$ cat src/design/noc_pkg.sv
/*
 * NoC shared definitions
 * Node count, bus widths, the per-node register map and the AXI response
 * codes used by every block of the network
 */
package noc_pkg;

  localparam int NOC_SIZE = 4;

  typedef logic [1:0]  node_id_t;
  typedef logic [7:0]  axi_addr_t;
  typedef logic [31:0] axi_data_t;
  typedef logic [3:0]  axi_strb_t;
  typedef logic [1:0]  aresp_t;

  // Fill count of a receive FIFO, wide enough for a depth of 4
  typedef logic [2:0]  fifo_cnt_t;

  // AXI response codes
  localparam aresp_t RESP_OKAY   = 2'b00;
  localparam aresp_t RESP_SLVERR = 2'b10;

  // Register map of one node
  // Tx window 0x00-0x0C, bits [3:2] select the destination node
  localparam axi_addr_t ADDR_TX_BASE   = 8'h00;
  // Pops the head payload
  localparam axi_addr_t ADDR_RX_DATA   = 8'h10;
  // Head source id in [1:0], fill count in [10:8]
  localparam axi_addr_t ADDR_RX_STATUS = 8'h14;

  localparam int RX_FIFO_DEPTH_DEFAULT = 4;

endpackage

$ cat src/design/flit_if.sv
/*
 * Flit interface
 * One-flit packet transfer with a valid/ready handshake
 */
`timescale 1ns/1ps

interface flit_if import noc_pkg::*; ();

  logic      valid;
  logic      ready;
  node_id_t  src;
  node_id_t  dest;
  axi_data_t data;

  modport sender (output valid, src, dest, data, input ready);

  modport receiver (input valid, src, dest, data, output ready);

endinterface

$ cat src/design/axi_lite_ni.sv
/*
 * AXI4-Lite network interface
 * Packs a write into a one-flit packet for the crossbar and answers reads
 * of the receive FIFO with its payload or its status word
 */
`timescale 1ns/1ps

module axi_lite_ni import noc_pkg::*; #(
  parameter node_id_t NODE_ID = '0
) (
  input  logic      clk_noc,
  input  logic      reset,
  input  axi_addr_t awaddr,
  input  logic      awvalid,
  output logic      awready,
  input  axi_data_t wdata,
  input  axi_strb_t wstrb,
  input  logic      wvalid,
  output logic      wready,
  output aresp_t    bresp,
  output logic      bvalid,
  input  logic      bready,
  input  axi_addr_t araddr,
  input  logic      arvalid,
  output logic      arready,
  output axi_data_t rdata,
  output aresp_t    rresp,
  output logic      rvalid,
  input  logic      rready,
  flit_if.sender    tx,
  flit_if.receiver  rx,
  input  fifo_cnt_t rx_count
);

  typedef enum logic [1:0] {WR_IDLE, WR_SEND, WR_RESP} wr_state_t;

  wr_state_t wr_state;
  logic      aw_held;
  logic      w_held;
  axi_addr_t addr_q;
  axi_data_t data_q;
  axi_strb_t strb_q;
  logic      tx_ok;
  logic      rd_pend;
  logic      ar_fire;
  axi_data_t status_word;

  assign awready = !aw_held;
  assign wready  = !w_held;

  // Aligned address inside the tx window and a full-word strobe
  assign tx_ok = (addr_q[7:4] == ADDR_TX_BASE[7:4]) && (addr_q[1:0] == 2'b00) &&
                 (strb_q == '1);

  always_ff @(posedge clk_noc) begin
    if (reset) begin
      aw_held  <= 1'b0;
      w_held   <= 1'b0;
      wr_state <= WR_IDLE;
    end else begin
      if (awvalid && awready) aw_held <= 1'b1;
      if (wvalid && wready) w_held <= 1'b1;
      case (wr_state)
        WR_IDLE: if (aw_held && w_held) wr_state <= tx_ok ? WR_SEND : WR_RESP;
        WR_SEND: if (tx.ready) wr_state <= WR_RESP;
        WR_RESP: begin
          // Both channels reopen only after the B handshake
          if (bready) begin
            wr_state <= WR_IDLE;
            aw_held  <= 1'b0;
            w_held   <= 1'b0;
          end
        end
        default: wr_state <= WR_IDLE;
      endcase
    end
  end

  always_ff @(posedge clk_noc) begin
    if (awvalid && awready) addr_q <= awaddr;
    if (wvalid && wready) begin
      data_q <= wdata;
      strb_q <= wstrb;
    end
    if (wr_state == WR_IDLE && aw_held && w_held) bresp <= tx_ok ? RESP_OKAY : RESP_SLVERR;
  end

  assign tx.valid = (wr_state == WR_SEND);
  assign tx.src   = NODE_ID;
  assign tx.dest  = addr_q[3:2];
  assign tx.data  = data_q;
  assign bvalid   = (wr_state == WR_RESP);

  // Read side
  assign arready  = !rd_pend;
  assign ar_fire  = arvalid && arready;
  assign rvalid   = rd_pend;
  assign rx.ready = ar_fire && (araddr == ADDR_RX_DATA) && rx.valid;

  assign status_word = {21'b0, rx_count, 6'b0, (rx.valid ? rx.src : 2'b00)};

  always_ff @(posedge clk_noc) begin
    if (reset) begin
      rd_pend <= 1'b0;
    end else if (ar_fire) begin
      rd_pend <= 1'b1;
    end else if (rready) begin
      rd_pend <= 1'b0;
    end
  end

  always_ff @(posedge clk_noc) begin
    if (ar_fire) begin
      case (araddr)
        ADDR_RX_DATA: begin
          rdata <= rx.valid ? rx.data : '0;
          rresp <= rx.valid ? RESP_OKAY : RESP_SLVERR;
        end
        ADDR_RX_STATUS: begin
          rdata <= status_word;
          rresp <= RESP_OKAY;
        end
        default: begin
          rdata <= '0;
          rresp <= RESP_SLVERR;
        end
      endcase
    end
  end

endmodule

$ cat src/flat_wrapper.sv
// flat-port wrapper written by rule: the top's interface ports become plain ports
module axi_lite_ni_flat import noc_pkg::*;
#(
  parameter node_id_t NODE_ID = '0
)
  (clk_noc, reset, awaddr, awvalid, awready, wdata, wstrb, wvalid, wready, bresp, bvalid, bready, araddr, arvalid, arready, rdata, rresp, rvalid, rready, rx_count, tx_valid, tx_src, tx_dest, tx_data, tx_ready, rx_valid, rx_src, rx_dest, rx_data, rx_ready);
  flit_if tx_i ();
  flit_if rx_i ();
  input  logic clk_noc;
  input  logic reset;
  input  axi_addr_t awaddr;
  input  logic awvalid;
  output logic awready;
  input  axi_data_t wdata;
  input  axi_strb_t wstrb;
  input  logic wvalid;
  output logic wready;
  output aresp_t bresp;
  output logic bvalid;
  input  logic bready;
  input  axi_addr_t araddr;
  input  logic arvalid;
  output logic arready;
  output axi_data_t rdata;
  output aresp_t rresp;
  output logic rvalid;
  input  logic rready;
  input  fifo_cnt_t rx_count;
  output wire logic [$bits(tx_i.valid)-1:0] tx_valid;
  output wire logic [$bits(tx_i.src)-1:0] tx_src;
  output wire logic [$bits(tx_i.dest)-1:0] tx_dest;
  output wire logic [$bits(tx_i.data)-1:0] tx_data;
  input wire logic [$bits(tx_i.ready)-1:0] tx_ready;
  input wire logic [$bits(rx_i.valid)-1:0] rx_valid;
  input wire logic [$bits(rx_i.src)-1:0] rx_src;
  input wire logic [$bits(rx_i.dest)-1:0] rx_dest;
  input wire logic [$bits(rx_i.data)-1:0] rx_data;
  output wire logic [$bits(rx_i.ready)-1:0] rx_ready;
  assign tx_valid = tx_i.valid;
  assign tx_src = tx_i.src;
  assign tx_dest = tx_i.dest;
  assign tx_data = tx_i.data;
  assign tx_i.ready = tx_ready;
  assign rx_i.valid = rx_valid;
  assign rx_i.src = rx_src;
  assign rx_i.dest = rx_dest;
  assign rx_i.data = rx_data;
  assign rx_ready = rx_i.ready;
  axi_lite_ni #(.NODE_ID(NODE_ID)) u_core (.clk_noc(clk_noc), .reset(reset), .awaddr(awaddr), .awvalid(awvalid), .awready(awready), .wdata(wdata), .wstrb(wstrb), .wvalid(wvalid), .wready(wready), .bresp(bresp), .bvalid(bvalid), .bready(bready), .araddr(araddr), .arvalid(arvalid), .arready(arready), .rdata(rdata), .rresp(rresp), .rvalid(rvalid), .rready(rready), .tx(tx_i), .rx(rx_i), .rx_count(rx_count));
endmodule
$ cat config.mk
export PLATFORM = sky130hd
export DESIGN_NAME = axi_lite_ni_flat
export DESIGN_NICKNAME = d
export VERILOG_FILES = /design/src/design/noc_pkg.sv /design/src/design/flit_if.sv /design/src/design/axi_lite_ni.sv /design/src/flat_wrapper.sv
export SDC_FILE = /design/constraint.sdc
export NUM_CORES = 1
export LEC_CHECK = 0
export BUFFER_PORTS_ARGS = -buffer_cell sky130_fd_sc_hd__buf_2
export CAP_MARGIN = 20
export CORE_MARGIN = 1
export CORE_UTILIZATION = 43
export CTS_CLUSTER_DIAMETER = 120
export CTS_CLUSTER_SIZE = 16
export DETAILED_ROUTE_END_ITERATION = 8
export GPL_ROUTABILITY_DRIVEN = 0
export HOLD_SLACK_MARGIN = 0.03
export PLACE_DENSITY = 0.91
export REMOVE_ABC_BUFFERS = 1
export SLEW_MARGIN = 20
export SYNTH_ARGS = -nofsm -noshare
export SYNTH_HDL_FRONTEND = slang
export SYNTH_SLANG_ARGS = --single-unit
$ cat constraint.sdc
create_clock -name clk_noc -period 3.3 [get_ports clk_noc]
set_input_delay 0.33 -clock clk_noc [delete_from_list [all_inputs] [get_ports clk_noc]]
set_output_delay 0.33 -clock clk_noc [all_outputs]
set_load 0.05 [all_outputs]
Yosys cells after proc, flatten, opt, wreduce, memory -nomap -nowiden

Cells that the tools add are included.

Register bits: 85
Bits of input ports: 100
Output and inout port bits: 79
Logic and storage cells: 55

Equal/unequal tests: 8
Multiplexer cells: 19
Reduce and logical (&&, ||, !) cells: 18

Operators by type and width:

| kind                                                            | number |
|---|---|
| 32-bit case mux with 2 select lines                             | 1 |
| 32-bit two-way mux                                              | 1 |
| 8-bit by 5-bit == test with 1-bit output, second input constant | 2 |
| 2-bit two-way mux                                               | 7 |
| 1-bit logical AND                                               | 10 |
| 1-bit two-way mux                                               | 8 |
| 2-bit by 1-bit != test with 1-bit output, second input constant | 3 |
| 2-bit case mux with 3 select lines                              | 1 |
| 4-bit == test, second input constant                            | 1 |
| 2-bit logical NOT                                               | 2 |
| 4-bit logical NOT                                               | 1 |
| 2-bit case mux with 2 select lines                              | 1 |
| 1-bit logical NOT                                               | 3 |
| 3-bit AND reduction                                             | 1 |
| 2-bit by 1-bit == test with 1-bit output, second input constant | 1 |
| 2-bit == test, second input constant                            | 1 |
| 2-bit nonzero test                                              | 1 |

Logic depth before layout (Yosys ltp)

Word-level depth: 6
Mapped depth: 6
Gate-level depth less buffers: 3

Least setup slack after synthesis

Ideal clock, no wire load.

Kind: reg2out
Start point: register u_core.rd_pend (netlist: u_core.rvalid)
End point: output port rx_ready
Arrival: 2.642 ns
Data required time: 2.970 ns
Setup slack: 0.328 ns
Stages on the path, launching flop included: 3
Buffers on the path: 0
Path through: dfxtp_1 -> nor2b_1 -> and2_2

Word-level cells in the longest chain between the ends: 4

RTL lines:

| element                        | RTL line           | RTL |
|---|---|---|
| start, declared                | axi_lite_ni.sv:44  | `logic rd_pend;` |
| start signal, assigned         | axi_lite_ni.sv:104 | `rd_pend <= 1'b0;` |
| start signal, assigned         | axi_lite_ni.sv:106 | `rd_pend <= 1'b1;` |
| start signal, assigned         | axi_lite_ni.sv:108 | `rd_pend <= 1'b0;` |
| 1-bit logical NOT              | axi_lite_ni.sv:95  | `assign arready = !rd_pend;` |
| 1-bit logical AND              | axi_lite_ni.sv:96  | `assign ar_fire = arvalid && arready;` |
| net u_core.ar_fire             | axi_lite_ni.sv:45  | `logic ar_fire;` |
| 1-bit logical AND (2 in a row) | axi_lite_ni.sv:98  | `assign rx.ready = ar_fire && (araddr == ADDR_RX_DATA) && rx.valid;` |
| end, declared                  | flat_wrapper.sv:38 | `output wire logic [$bits(rx_i.ready)-1:0] rx_ready;` |

The timed path passes the listed nets, and every way through them passes these cells.

Worst setup path in the final report

Ends and elaborated chain as after synthesis.

==> results.cfg <==
[detailed_routing]
drtIter0Drc = 52
avgViaCountPerCell = 4.472
drt_first_pass_iters = 4
vias = 1981
drt-total-wl_mm = 6.026
routedWlPerCell_um = 13.60
ant_nets = 0
drc = 0

[worst_hold_path]
min_path_type = input pin to register
hold_path_depth = 1

[sta]
hold_ws_ns = 0.1577
finalHoldViolCount = 0
fin_crit_ns = 2.060
slew_headroom_pct = 35.57
fmax_ghz = 0.4855
finalSetupTns_ns = 0
grt_setup_unrepaired = no
slew_viol_final = 0
setup_viol_count_final = 0
fin_crit_sh_pct = 62.42
tightest_slew_ns = 0.9644
finClkSkew_ns = 0.01008

[pwr]
p_seq_share_pct = 52.4
pwr-share-comb_pct = 14.5
power_switching_uw = 617.6
power_switching_share_pct = 26.31
p_per_area_nw_per_um2 = 561.9
leakagePower_uw = 0.001820
p_int_uw = 1730
power.share.clock_pct = 33.1
vdd_drop_max_uv = 312.6

[finish]
nets = 442
area_growth_pct = 37.92
layout-drive-gt1-share_pct = 61.38
antenna_cells = 0
nFillCells = 523
finalInstanceArea_um2 = 4178

[placement]
dp_hpwl_mm = 4.686
port_buffers = 172
place_area_um2 = 3960

[clocking]
cts_sinks = 83
cts_buffer_depth = 2
post_cts_buffers = 0
htree_levels = 3
hold_buffers = 0
clk_pin_slew_worst_paths_ns = 0.09
ctsRootBufferMaster = clkbuf_8
cts-buffers-inserted = 9
post_cts_resized = 0
cts_tree = done
insertion_delay_ns = 0.34

[synthesis]
ys_types = 31
synth-seq-area-share_pct = 80.63
synthTopCellsByArea = edfxtp_1, and2_2, dfxtp_1
synth_warnings = 0
synth-seq-cells = 83
syn_area_per_cell_um2 = 18.47
synth_top_cell_by_area = edfxtp_1
netlist.area_leader.share_pct = 77.32
synth_area_um2 = 3029
netlist_instances = 164

[run_status]
status = finished clean

[grt]
grt_pass1_vias = 1969
grt_max_degree = 37
antenna_found_initial = 0
grt_pass1_wl_mm = 8.811
grt_usage_pct = 16.31
grt-ovfl-total = 0

[run]
maxCapViolations = 0

[floorplan]
die_x_um = 85.93
die_h_um = 85.93
fp-row-count = 30
coreArea_um2 = 6794
ios = 179
dieArea_um2 = 7384
start_util_pct = 44.59

[setup_path]
start_kind = register
required_ns = 2.97
crit_arrival_ns = 1.73
critPathCaptureType = primary output
rr_worst_depth = 1
worstSetupPathType = register to primary output
cp_max_fo = 21
==> state kept, by name (all words and copies together), names as in the netlist <==
| signal | cells |
|---|---|
| u_core.bresp | 1 |
| u_core.rdata | 32 |
| u_core.strb_q | 4 |
| u_core.rresp | 1 |
| u_core.w_held | 1 |
| u_core.rvalid | 1 |
| u_core.aw_held | 1 |
| u_core.wr_state | 2 |
| u_core.tx.data | 32 |
| u_core.addr_q | 8 |
==> layer usage <==
layer / part of all wire (%) / routed length, µm / track usage (%) / vias up
met1: 36 / 2187 / 16.53 / 896
met4: 1.4 / 82 / 7.879 / 0
li1: - / - / - / 951
met5: 0 / 0 / 0 / -
met2: 50 / 3040 / 28.43 / 127
met3: 12 / 715 / 7.411 / 7
==> cells by family (layout without fill, tap and decap cells) <==
kind of cell | Yosys count | in the layout | share of synthesized area [%]
DFF | 83 | 83 | 80.63
and+or+nand+nor | 52 | 52 | 12.18
AOI/OAI and AO/OA | 13 | 13 | 3.015
buffers and inverters | 13 | 193 | 3.387
muxes | 2 | 2 | 0.6609
other | 1 | 4 | 0.1238
==> synth_stat cells, drive strengths merged <==
| cell type | count |
|---|---|
| a211oi | 2 |
| a21oi | 3 |
| a22oi | 3 |
| and2 | 28 |
| and3 | 1 |
| and4bb | 1 |
| buf | 10 |
| conb | 1 |
| dfxtp | 5 |
| edfxtp | 78 |
| inv | 3 |
| mux2i | 2 |
| nand2 | 1 |
| nand2b | 1 |
| nand3 | 1 |
| nand3b | 1 |
| nand4 | 1 |
| nor2 | 5 |
| nor2b | 6 |
| nor3 | 1 |
| nor3b | 2 |
| nor4b | 1 |
| nor4bb | 2 |
| o211ai | 1 |
| o21a | 3 |
| o31a | 1 |
==> through the flow <==
step | worst slack, ns | total power, µW | utilization [%] | cells
after global routing | 1.116 | 2430 | 61.49 | 443
after global placement | 1.395 | 1588 | 58.29 | 427
after CTS | 1.188 | 2373 | 61.49 | 443
final | 1.240 | 2347 | 61.49 | 443
after floorplan | 0.3282 | 1479 | - | 157
after detailed placement | 1.368 | 1597 | 58.29 | 427
==> path summary, 6_finish.rpt <==
kind	start	endpoint	slack [ns]
worst max-delay path	u_core.rvalid	rx_ready	1.24
worst min-delay path	wdata[31]	u_core.tx.data[31]	0.16
worst max register to register	u_core.w_held	u_core.tx.data[25]	1.74
worst min register to register	u_core.addr_q[4]	u_core.wr_state[0]	0.55
==> power groups by stage <==
| stage | sequential (µW) | combinational (µW) | clock, µW |
|---|---|---|---|
| final | 1230 | 339 | 777 |
| after global routing | 1240 | 354 | 838 |
| after CTS | 1230 | 341 | 800 |
| after detailed placement | 1260 | 341 | 0 |
| after global placement | 1250 | 335 | 0 |
| after floorplan | 1420 | 59.5 | 0 |
==> cell usage in the layout (no fill, tap or decap), types with 2 or more instances in the layout <==
cell type and instances:
nor2b_1 3, and2_2 19, edfxtp_1 78, o21a_1 3
nor2_1 5, mux2i_1 2, nor3b_1 2, buf_2 172
conb_1 4, clkbuf_8 9, nor2b_4 2, inv_1 3
buf_4 2, a21oi_1 3, a211oi_1 2, a22oi_1 3
and2_1 9, bufinv_16 2, nor4bb_1 2, dfxtp_1 5
==> worst max-delay path: stages, from the launching register on <==
cell and delay (ns):
dfxtp_1 0.37, nor2b_4 0.51, and2_2 0.25, buf_2 0.25
==> area by class of cell <==
type / count / area (µm²) / share of cell area, %
multi-input cells: 71 / 510.5 / 12.22
clock buffers: 10 / 127.6 / 3.055
repair buffers: 174 / 875.8 / 20.96
clock inverters: 6 / 90.09 / 2.156
flip-flops and latches: 83 / 2442 / 58.46
inverters: 3 / 11.26 / 0.2695
well taps: 96 / 120.1 / 2.875
(Power assumes the default switching activity.)
