### src/design/noc_pkg.sv
/*
 * NoC shared definitions
 * Node count, bus widths, the per-node register map and the AXI response
 * codes used by every block of the network
 */
package noc_pkg;

  localparam int NOC_SIZE = 4;

  typedef logic [1:0]  node_id_t;
  typedef logic [7:0]  axi_addr_t;
  typedef logic [31:0] axi_data_t;
  typedef logic [3:0]  axi_strb_t;
  typedef logic [1:0]  aresp_t;

  // Fill count of a receive FIFO, wide enough for a depth of 4
  typedef logic [2:0]  fifo_cnt_t;

  // AXI response codes
  localparam aresp_t RESP_OKAY   = 2'b00;
  localparam aresp_t RESP_SLVERR = 2'b10;

  // Register map of one node
  // Tx window 0x00-0x0C, bits [3:2] select the destination node
  localparam axi_addr_t ADDR_TX_BASE   = 8'h00;
  // Pops the head payload
  localparam axi_addr_t ADDR_RX_DATA   = 8'h10;
  // Head source id in [1:0], fill count in [10:8]
  localparam axi_addr_t ADDR_RX_STATUS = 8'h14;

  localparam int RX_FIFO_DEPTH_DEFAULT = 4;

endpackage

### src/design/flit_if.sv
/*
 * Flit interface
 * One-flit packet transfer with a valid/ready handshake
 */
`timescale 1ns/1ps

interface flit_if import noc_pkg::*; ();

  logic      valid;
  logic      ready;
  node_id_t  src;
  node_id_t  dest;
  axi_data_t data;

  modport sender (output valid, src, dest, data, input ready);

  modport receiver (input valid, src, dest, data, output ready);

endinterface

### src/design/rx_fifo.sv
/*
 * Receive FIFO
 * Circular buffer of arriving flits for one node
 */
`timescale 1ns/1ps

module rx_fifo import noc_pkg::*; #(
  parameter int DEPTH = RX_FIFO_DEPTH_DEFAULT
) (
  input  logic      clk_noc,
  input  logic      reset,
  flit_if.receiver  wr,
  flit_if.sender    rd,
  output fifo_cnt_t count
);

  localparam int PTR_W = (DEPTH > 1) ? $clog2(DEPTH) : 1;

  node_id_t         mem_src  [DEPTH];
  axi_data_t        mem_data [DEPTH];
  logic [PTR_W-1:0] wr_ptr;
  logic [PTR_W-1:0] rd_ptr;
  logic             push;
  logic             pop;

  assign wr.ready = (count != fifo_cnt_t'(DEPTH));
  assign rd.valid = (count != '0);
  assign push     = wr.valid && wr.ready;
  assign pop      = rd.valid && rd.ready;

  assign rd.src  = mem_src[rd_ptr];
  assign rd.data = mem_data[rd_ptr];
  // Every entry here went to the same crossbar output
  assign rd.dest = wr.dest;

  always_ff @(posedge clk_noc) begin
    if (reset) begin
      wr_ptr <= '0;
      rd_ptr <= '0;
      count  <= '0;
    end else begin
      if (push) wr_ptr <= (wr_ptr == PTR_W'(DEPTH - 1)) ? '0 : wr_ptr + 1'b1;
      if (pop) rd_ptr <= (rd_ptr == PTR_W'(DEPTH - 1)) ? '0 : rd_ptr + 1'b1;
      if (push && !pop) count <= count + 1'b1;
      else if (pop && !push) count <= count - 1'b1;
    end
  end

  always_ff @(posedge clk_noc) begin
    if (push) begin
      mem_src[wr_ptr]  <= wr.src;
      mem_data[wr_ptr] <= wr.data;
    end
  end

endmodule

### src/flat_wrapper.sv
// flat-port wrapper written by rule: the top's interface ports become plain ports
module rx_fifo_flat import noc_pkg::*;
#(
  parameter int DEPTH = RX_FIFO_DEPTH_DEFAULT
)
  (clk_noc, reset, count, wr_valid, wr_src, wr_dest, wr_data, wr_ready, rd_valid, rd_src, rd_dest, rd_data, rd_ready);
  flit_if wr_i ();
  flit_if rd_i ();
  input  logic clk_noc;
  input  logic reset;
  output fifo_cnt_t count;
  input wire logic [$bits(wr_i.valid)-1:0] wr_valid;
  input wire logic [$bits(wr_i.src)-1:0] wr_src;
  input wire logic [$bits(wr_i.dest)-1:0] wr_dest;
  input wire logic [$bits(wr_i.data)-1:0] wr_data;
  output wire logic [$bits(wr_i.ready)-1:0] wr_ready;
  output wire logic [$bits(rd_i.valid)-1:0] rd_valid;
  output wire logic [$bits(rd_i.src)-1:0] rd_src;
  output wire logic [$bits(rd_i.dest)-1:0] rd_dest;
  output wire logic [$bits(rd_i.data)-1:0] rd_data;
  input wire logic [$bits(rd_i.ready)-1:0] rd_ready;
  assign wr_i.valid = wr_valid;
  assign wr_i.src = wr_src;
  assign wr_i.dest = wr_dest;
  assign wr_i.data = wr_data;
  assign wr_ready = wr_i.ready;
  assign rd_valid = rd_i.valid;
  assign rd_src = rd_i.src;
  assign rd_dest = rd_i.dest;
  assign rd_data = rd_i.data;
  assign rd_i.ready = rd_ready;
  rx_fifo #(.DEPTH(DEPTH)) u_core (.clk_noc(clk_noc), .reset(reset), .wr(wr_i), .rd(rd_i), .count(count));
endmodule
### config.mk
export PLATFORM = sky130hd
export DESIGN_NAME = rx_fifo_flat
export DESIGN_NICKNAME = d
export VERILOG_FILES = /design/src/design/noc_pkg.sv /design/src/design/flit_if.sv /design/src/design/rx_fifo.sv /design/src/flat_wrapper.sv
export SDC_FILE = /design/constraint.sdc
export NUM_CORES = 1
export LEC_CHECK = 0
export BUFFER_PORTS_ARGS = -buffer_cell sky130_fd_sc_hd__buf_2
export CORE_UTILIZATION = 30
export DETAILED_ROUTE_END_ITERATION = 10
export SLEW_MARGIN = 20
export SYNTH_ARGS = -nofsm -noshare
export SYNTH_HDL_FRONTEND = slang
export SYNTH_SLANG_ARGS = --single-unit
### constraint.sdc
create_clock -name clk_noc -period 6.1 [get_ports clk_noc]
set_clock_uncertainty 0.05 [all_clocks]
set_input_delay 0.305 -clock clk_noc [delete_from_list [all_inputs] [get_ports clk_noc]]
set_output_delay 0.305 -clock clk_noc [all_outputs]
set_load 0.01 [all_outputs]
* Word-level counts from Yosys, hierarchy flattened
Memory sizes are Yosys's and may differ from the RTL's. A register that Yosys moved wholly into a read port is not among the register bits.
Index checks and enable logic that the tools add are counted.
** Word-level totals
- Memories kept :: 2
- Logic and storage cells :: 30
- Register bits :: 7
- RAM bits :: 136
** Operators by class
- Mux-type cells :: 10
- $add $sub $neg :: 4
- Equality and inequality tests :: 3
- Reductions and logical operators :: 8
** Memories
- u_core.mem_data :: depth 4, bits a word 32, read ports 1, clocked after memory_dff 1, wr ports 1, RTL line rx_fifo.sv:20 : axi_data_t mem_data [DEPTH];
- u_core.mem_src :: depth 4, bits a word 2, read ports 1, clocked after memory_dff 1, wr ports 1, RTL line rx_fifo.sv:19 : node_id_t mem_src [DEPTH];
** Operators with widths (number)
- 2-bit two-way mux :: 6
- 3-bit two-way mux :: 2
- 2-bit by 1-bit adder with 2-bit output, second input constant :: 2
- 2-bit equality test, second input constant :: 2
- 1-bit logical AND :: 4
- 3-bit by 1-bit adder with 3-bit output, second input constant :: 1
- 3-bit != test, second input constant :: 1
- 3-bit nonzero test :: 1
- 3-bit by 1-bit subtractor with 3-bit output, second input constant :: 1
- 1-bit zero test :: 2
- 1-bit two-way mux :: 2
- 2-bit nonzero test :: 1

* Logic depth before layout (Yosys ltp)
Gate-level depths: netlist (run 1).
- Word-level depth :: 6
- Mapped depth :: 9

* Least setup slack after synthesis (run 1)
OpenSTA, ideal clock, no wires.
- Kind :: reg-to-reg
- Start :: register u_core.count[0]
- End :: register u_core.count[2]
- Stages on the path, launching flop included :: 10
- Clock period less this slack :: 2.320 ns
- Library setup time :: 0.070 ns
- Buffers on the path :: 1
- Setup slack :: 3.780 ns
- Data arrival time :: 2.200 ns
- Cells stage by stage :: dfxtp_1 -> or3b_1 -> clkbuf_2 -> and2_4 -> ha_1 -> inv_1 -> fa_1 -> xor2_1 -> or3_2 -> a21oi_1
** Between the ends
- Longest elaborated chain between the ends :: 5
- Elaborated cells on any way between the ends :: 13
- Classes of those cells :: add/sub (2); eq/ne (1); mux (2); reduce/logical (8)
** Ends and longest elaborated chain
- start: declaration :: RTL line rx_fifo.sv:14 : output fifo_cnt_t count
- start signal: assignment :: RTL line rx_fifo.sv:44 : if (push && !pop) count <= count + 1'b1;
- start signal: assignment :: RTL line rx_fifo.sv:45 : else if (pop && !push) count <= count - 1'b1;
- 3-bit != test (*) :: RTL line rx_fifo.sv:26 : assign wr.ready = (count != fifo_cnt_t'(DEPTH));
- named net wr_ready :: RTL line flat_wrapper.sv:16 : output wire logic [$bits(wr_i.ready)-1:0] wr_ready;
- 1-bit logical AND (*) :: RTL line rx_fifo.sv:28 : assign push = wr.valid && wr.ready;
- named net u_core.push :: RTL line rx_fifo.sv:23 : logic push;
- 1-bit zero test :: RTL line rx_fifo.sv:45
- 1-bit logical AND :: RTL line rx_fifo.sv:45
- 2-bit nonzero test (no source line)
The timed path passes the listed nets; every way through them passes the cells marked *. The select of a mux whose other input is x is not followed.
A chain may end at the register's enable or synchronous reset.

==> run summary, run 1 <==
Outcome
• status: finished clean

Timing
• setup violators final: 0
• setup repair after global routing missed its margin: false
• number of hold-slack violations in the final timing report: 0
• max-slew violation total from the final report: 0
• post-layout minimum cycle time: 2695 ps
• Worst Max-Slew Pin Slew: 992.9 ps
• Worst slew margin: 0.3381
• setup total negative slack: 0 ps
• final worst path period share: 0.4417
• Peak Freq: 371.1 MHz

Die
• chip height: 136.1 microns
• number of cell rows: 48
• Die X-Extent: 136.1 microns
• Top-Level Pins: 81
• Die Outline Area: 18520 sq um
• effective utilization at floorplan: 0.3096
• area of the core region: 17420 sq um

Job
• number of max-capacitance violations reported: 0

Critical path
• worst setup slack for register-to-register paths: 3630 ps
• required time at the endpoint of the critical path: 5740 ps
• worst reg2reg endpoint: u_core.count[2]
• element type at the critical path end: output port
• type of the setup path with the least slack: reg -> out
• critical path endpoint: rd_data[21]
• cell chain of the critical path: buf_4 -> mux4_2 -> buf_2
• slowest cell on the critical path: sky130_fd_sc_hd__dfxtp_2
• crit-path leading delay family: flip-flops
• number of cells on the worst reg-to-reg path: 7
• critical-path maximum fanout: 20
• Setup crit start kind: flip-flop
• worst flop-to-flop path startpoint: u_core.count[0]
• worst path arrival time: 2340 ps
• CP bufs+invs: 2
• peak per-stage delay on the critical path: 680 ps
• Critical Path Stages: 3

Drt
• First-pass DRT Iterations: 4
• Via Count: 2475
• total detailed-routing wirelength: 9464 microns
• number of routed nets with antenna violations: 0
• average wire per standard cell: 17.21 microns
• via-per-instance ratio: 4.500
• post-detailed-route DRC marker count: 0
• Starting DRT DRC Count: 88

Finish
• final net count: 359
• most common cell after layout, fill and taps aside: sky130_fd_sc_hd__edfxtp_1
• Diodes inserted: 0
• core occupancy in the finished layout: 0.3798
• fin area: 6615 sq um
• fill cell count: 1600
• fraction of final layout cells sized beyond drive strength 1: 0.4677
• area delta synth->final: 22.67%
• commonest cells after routing, fill and taps aside: sky130_fd_sc_hd__edfxtp_1, sky130_fd_sc_hd__buf_2, sky130_fd_sc_hd__mux4_2

Placed design
• Detailed Place HPWL: 5516 microns
• PortBufs: 76
• final weighted congestion in routability-driven placement: 0.6720
• Post-DP Area: 5997 sq um

GRT
• total routing usage reported by global routing: 0.1109
• initial antenna violation count: 0
• global route total overflow: 0
• largest net degree at the start of global routing: 35
• vias in the first global route: 2663
• wire length of the first global-routing pass: 14320 microns

Clock network
• maximum count of clock buffers along a single path: 2
• total of cells resized after clock tree synthesis: 0
• Inserted Clock Buffers: 17
• setup fix buffers added after clock tree synthesis: 0
• hold buffer count at cts: 0
• clk slew on worst S/H paths: 60 ps
• CTS tree: yes
• clk sink count: 145
• root cell of the clock tree: sky130_fd_sc_hd__clkbuf_16
• clk_lat worst skew: 420 ps
• H-tree lvl count: 4

Power and ir drop
• leakage dissipation: 2.254 nW
• combinational group share of total power: 0.178
• worst voltage drop across the vdd grid: 0.2506 mV
• Net Switching: 718.0 uW
• switching share of total power: 0.2505
• Seq pwr share: 0.447
• Total Power Consumption: 2.866 mW
• Internal Power: 2.148 mW
• cell area power density: 433.3 nW/um^2
• clock network fraction of design power: 0.375

Synthesis
• cell area after synthesis: 5393 sq um
• post-synthesis sequential area ratio: 0.7907
• synthesized instance count: 228
• number of nets in the synthesized netlist: 275
• flop and latch count out of synthesis: 145
• Ys Warns: 0
• average size of a mapped cell: 23.65 sq um
• count of unique library cells instantiated by Yosys: 27

Min path
• worst min-delay path class: in -> reg

## layout make-up
cell class / instances / area, sq um / area share
inverter: 3 / 11.26 / 0.001702
clock inverter: 14 / 188.9 / 0.02856
tap: 225 / 281.5 / 0.04256
sequential: 145 / 4267 / 0.6450
multi-input combinational: 68 / 1050 / 0.1587
clock buffer: 18 / 429.2 / 0.06488
timing repair buffer: 77 / 387.9 / 0.05863
## state kept, by name, indices dropped and copies added (netlist names), named ones only
register	flops
u_core.count	3
u_core.mem_data	128
u_core.mem_src	8
u_core.rd_ptr	2
u_core.wr_ptr	2
## per-layer routing
metal | global-route usage | up-vias | wire [microns] | part of all wire
met5 | 0 | - | 0 | 0
met1 | 0.1202 | 1281 | 3846 | 0.41
met3 | 0.04661 | 17 | 540 | 0.057
li1 | - | 1118 | - | -
met4 | 0.05247 | 0 | 142 | 0.015
met2 | 0.1870 | 59 | 4935 | 0.52
## kinds of logic after synthesis
logic type               share of synthesized area
flip-flops                                  0.7907
XOR/XNOR                                  0.003249
adder cells (fa/ha/maj)                    0.01763
multiplexers                                0.1476
buffers and inverters                      0.01462
AO/OA/AOI/OAI                             0.006496
AND/OR/NAND/NOR                            0.01972
## power groups by stage
stage	registers, mW	clock network [mW]	logic [mW]
after floorplan	1.26	0	0.373
after global placement	1.30	0	0.518
after detailed placement	1.31	0	0.525
after CTS	1.29	1.10	0.527
after global routing	1.30	1.13	0.561
final	1.28	1.07	0.511
## through the flow
step	cells	hold slack, ps	worst slack, ps
global route	550	39.54	3204
CTS	550	27.16	3284
floorplan	228	353.9	3780
global placement	518	448.3	3752
finish	550	48.91	3405
detailed placement	518	461.1	3619
## cell usage after synthesis, drive strengths merged
| cell type | instances | share of area |
|---|---|---|
| a21oi | 2 | 0.0019 |
| and2 | 1 | 0.0016 |
| and3 | 4 | 0.0056 |
| buf | 9 | 0.010 |
| clkbuf | 3 | 0.0026 |
| dfxtp | 9 | 0.033 |
| edfxtp | 136 | 0.76 |
| fa | 1 | 0.0037 |
| ha | 6 | 0.014 |
| inv | 3 | 0.0021 |
| mux2i | 3 | 0.0056 |
| mux4 | 34 | 0.14 |
| nand2 | 1 | 0.00070 |
| nand2b | 2 | 0.0023 |
| nand3 | 1 | 0.00093 |
| nor2 | 3 | 0.0021 |
| nor3 | 1 | 0.00093 |
| o21ai | 1 | 0.00093 |
| o31ai | 2 | 0.0037 |
| or3 | 3 | 0.0039 |
| or3b | 1 | 0.0016 |
| xor2 | 2 | 0.0032 |
## how the worst min path moves through the flow
stage / from / to / slack [ps] / depth (start not counted)
after floorplan: wr_data[0] / u_core.mem_data[0][0] / 350 / 0
after global placement: u_core.wr_ptr[1] / u_core.wr_ptr[1] / 450 / 2
after detailed placement: u_core.rd_ptr[0] / flip-flop / 460 / 2
after CTS: wr_data[17] / u_core.mem_data[2][17] / 30 / 1
after global routing: wr_data[15] / u_core.mem_data[1][15] / 40 / 1
final: wr_data[15] / u_core.mem_data[3][15] / 50 / 1
Power figures use the tool's default switching activity.
==> run 2, diff against run 1 <==
==> constraint.sdc (replaced) <==
create_clock -name clk_noc -period 2.3 [get_ports clk_noc]
set_clock_uncertainty 0.05 [all_clocks]
set_input_delay 0.115 -clock clk_noc [delete_from_list [all_inputs] [get_ports clk_noc]]
set_output_delay 0.115 -clock clk_noc [all_outputs]
set_load 0.01 [all_outputs]
==> run summary, run 2 (synthesis gave the netlist of run 1 again) <==
Job
• number of max-capacitance violations reported: 0

Die
• chip height: 136.1 microns
• number of cell rows: 48
• effective utilization at floorplan: 0.3096
• Die X-Extent: 136.1 microns
• area of the core region: 17420 sq um
• Top-Level Pins: 81
• Die Outline Area: 18520 sq um

Timing
• setup violators final: 0
• Peak Freq: 452.6 MHz
• max-slew violation total from the final report: 0
• setup slack of the critical path after layout: 90.73 ps
• worst hold slack after final layout: 134.9 ps
• number of hold-slack violations in the final timing report: 0
• Worst slew margin: 0.3420
• final worst path period share: 0.9606
• post-layout minimum cycle time: 2209 ps
• Worst Max-Slew Pin Slew: 987.0 ps

Finish
• largest registers ranked by flip-flop count: u_core.mem_data (128), u_core.mem_src (8), u_core.count (3)
• core occupancy in the finished layout: 0.4043
• Register Area: 4275 sq um
• largest reg by FF count: u_core.mem_data
• commonest cells after routing, fill and taps aside: sky130_fd_sc_hd__edfxtp_1, sky130_fd_sc_hd__buf_2, sky130_fd_sc_hd__dlygate4sd3_1
• fill cell count: 1587
• fin area: 7042 sq um
• number of flip-flops in the largest register: 128
• footprint of the multi-input gates: 1057 sq um
• area delta synth->final: 30.58%
• most common cell after layout, fill and taps aside: sky130_fd_sc_hd__edfxtp_1
• final net count: 400
• Diodes inserted: 0
• fraction of final layout cells sized beyond drive strength 1: 0.4372

Outcome
• status: finished clean

Drt
• Via Count: 2616
• post-detailed-route DRC marker count: 0
• via-per-instance ratio: 4.426
• routed length on met1: 4268 microns
• First-pass DRT Iterations: 4
• amount of wire on met2 after detailed routing: 5097 microns
• Starting DRT DRC Count: 84
• total detailed-routing wirelength: 9856 microns
• sum of met3 wire segment lengths after detailed routing: 360 microns
• average wire per standard cell: 16.68 microns
• highest signal layer in the routed design: met4
• number of routed nets with antenna violations: 0

Clock network
• Inserted Clock Buffers: 17
• setup fix buffers added after clock tree synthesis: 0
• H-tree lvl count: 4
• maximum count of clock buffers along a single path: 2
• root cell of the clock tree: sky130_fd_sc_hd__clkbuf_16
• clk slew on worst S/H paths: 60 ps
• CTS tree: yes
• clk sink count: 145
• clk_lat worst skew: 410 ps

Placed design
• Post-DP Area: 6048 sq um
• PortBufs: 76
• Detailed Place HPWL: 5947 microns
• dpl ws: 31.38 ps
• final weighted congestion in routability-driven placement: 0.6385

Power and ir drop
• Internal Power: 5.803 mW
• clock network fraction of design power: 0.368
• leakage dissipation: 2.435 nW
• Seq pwr share: 0.432
• cell area power density: 1099 nW/um^2
• combinational group share of total power: 0.199
• switching share of total power: 0.2500
• Net Switching: 1.934 mW
• worst voltage drop across the vdd grid: 0.7452 mV
• Total Power Consumption: 7.737 mW

Critical path
• Setup crit start kind: flip-flop
• number of cells on the worst reg-to-reg path: 7
• element type at the critical path end: flip-flop
• critical-path maximum fanout: 6
• type of the setup path with the least slack: reg -> reg
• required time at the endpoint of the critical path: 2580 ps
• worst path arrival time: 2490 ps

GRT
• global route total overflow: 0
• total routing usage reported by global routing: 0.1149
• wire length of the first global-routing pass: 14990 microns
• vias in the first global route: 2798
• initial antenna violation count: 0
• largest net degree at the start of global routing: 35

Min path
• worst min-delay path class: in -> reg
• hold path cells: 5

-- run 2: cell types whose count changed in the layout (fill, tap and decap cells not counted), sizes merged --
cell         change
clkinvlp         -2
clkbuf           +1
buf              +5
inv              +1
dlygate4sd3     +36
-- run 2: critical path, cell delays in order (launching register included) --
cell,delay (ps)
sky130_fd_sc_hd__dfxtp_4,360
sky130_fd_sc_hd__o31ai_2,290
sky130_fd_sc_hd__ha_2,240
sky130_fd_sc_hd__inv_1,50
sky130_fd_sc_hd__fa_1,370
sky130_fd_sc_hd__xor2_1,180
sky130_fd_sc_hd__or3_2,400
sky130_fd_sc_hd__a21oi_1,170
-- run 2: repair_timing --
action	4_1_cts	5_1_grt
hold endpoints to repair	144	0
resized for setup	0	6
hold buffers	36	0
setup endpoints to repair	0	1
-- run 2: metal layers --
metal / vias to the layer above / track usage
met1: 1352 / 0.1321
met5: - / 0
li1: 1200 / -
met4: 0 / 0.05062
met2: 54 / 0.1904
met3: 10 / 0.04325
-- run 2: final timing paths --
kind,start,to,slack [ps]
worst max-delay path,u_core.count[1],u_core.count[2],90
worst min-delay path,rd_ready,flip-flop,130
worst max register to register,u_core.count[1],u_core.count[2],90
worst min register to register,u_core.rd_ptr[0],flip-flop,460
-- run 2: layout make-up --
type                    instances  area share
flip-flops and latches        145      0.6071
multi-input cells              68      0.1501
repair buffers                118      0.1134
clock buffers                  19     0.06148
well taps                     225     0.03998
clock inverters                13     0.02630
inverters                       3    0.001599
-- run 2: through the flow --
| stage | std cells | TNS [ps] |
|---|---|---|
| after CTS | 591 | 0 |
| final | 591 | 0 |
| after detailed placement | 523 | 0 |
| after global placement | 523 | 0 |
| after global routing | 591 | -4.573 |
| after floorplan | 228 | 0 |
-- run 2: power groups by stage --
stage	registers [mW]	clock network, mW	logic, mW
detailed placement	3.39	0	1.53
CTS	3.34	2.91	1.59
floorplan	3.34	0	0.990
global route	3.37	3.01	1.69
finish	3.34	2.85	1.54
global placement	3.37	0	1.52
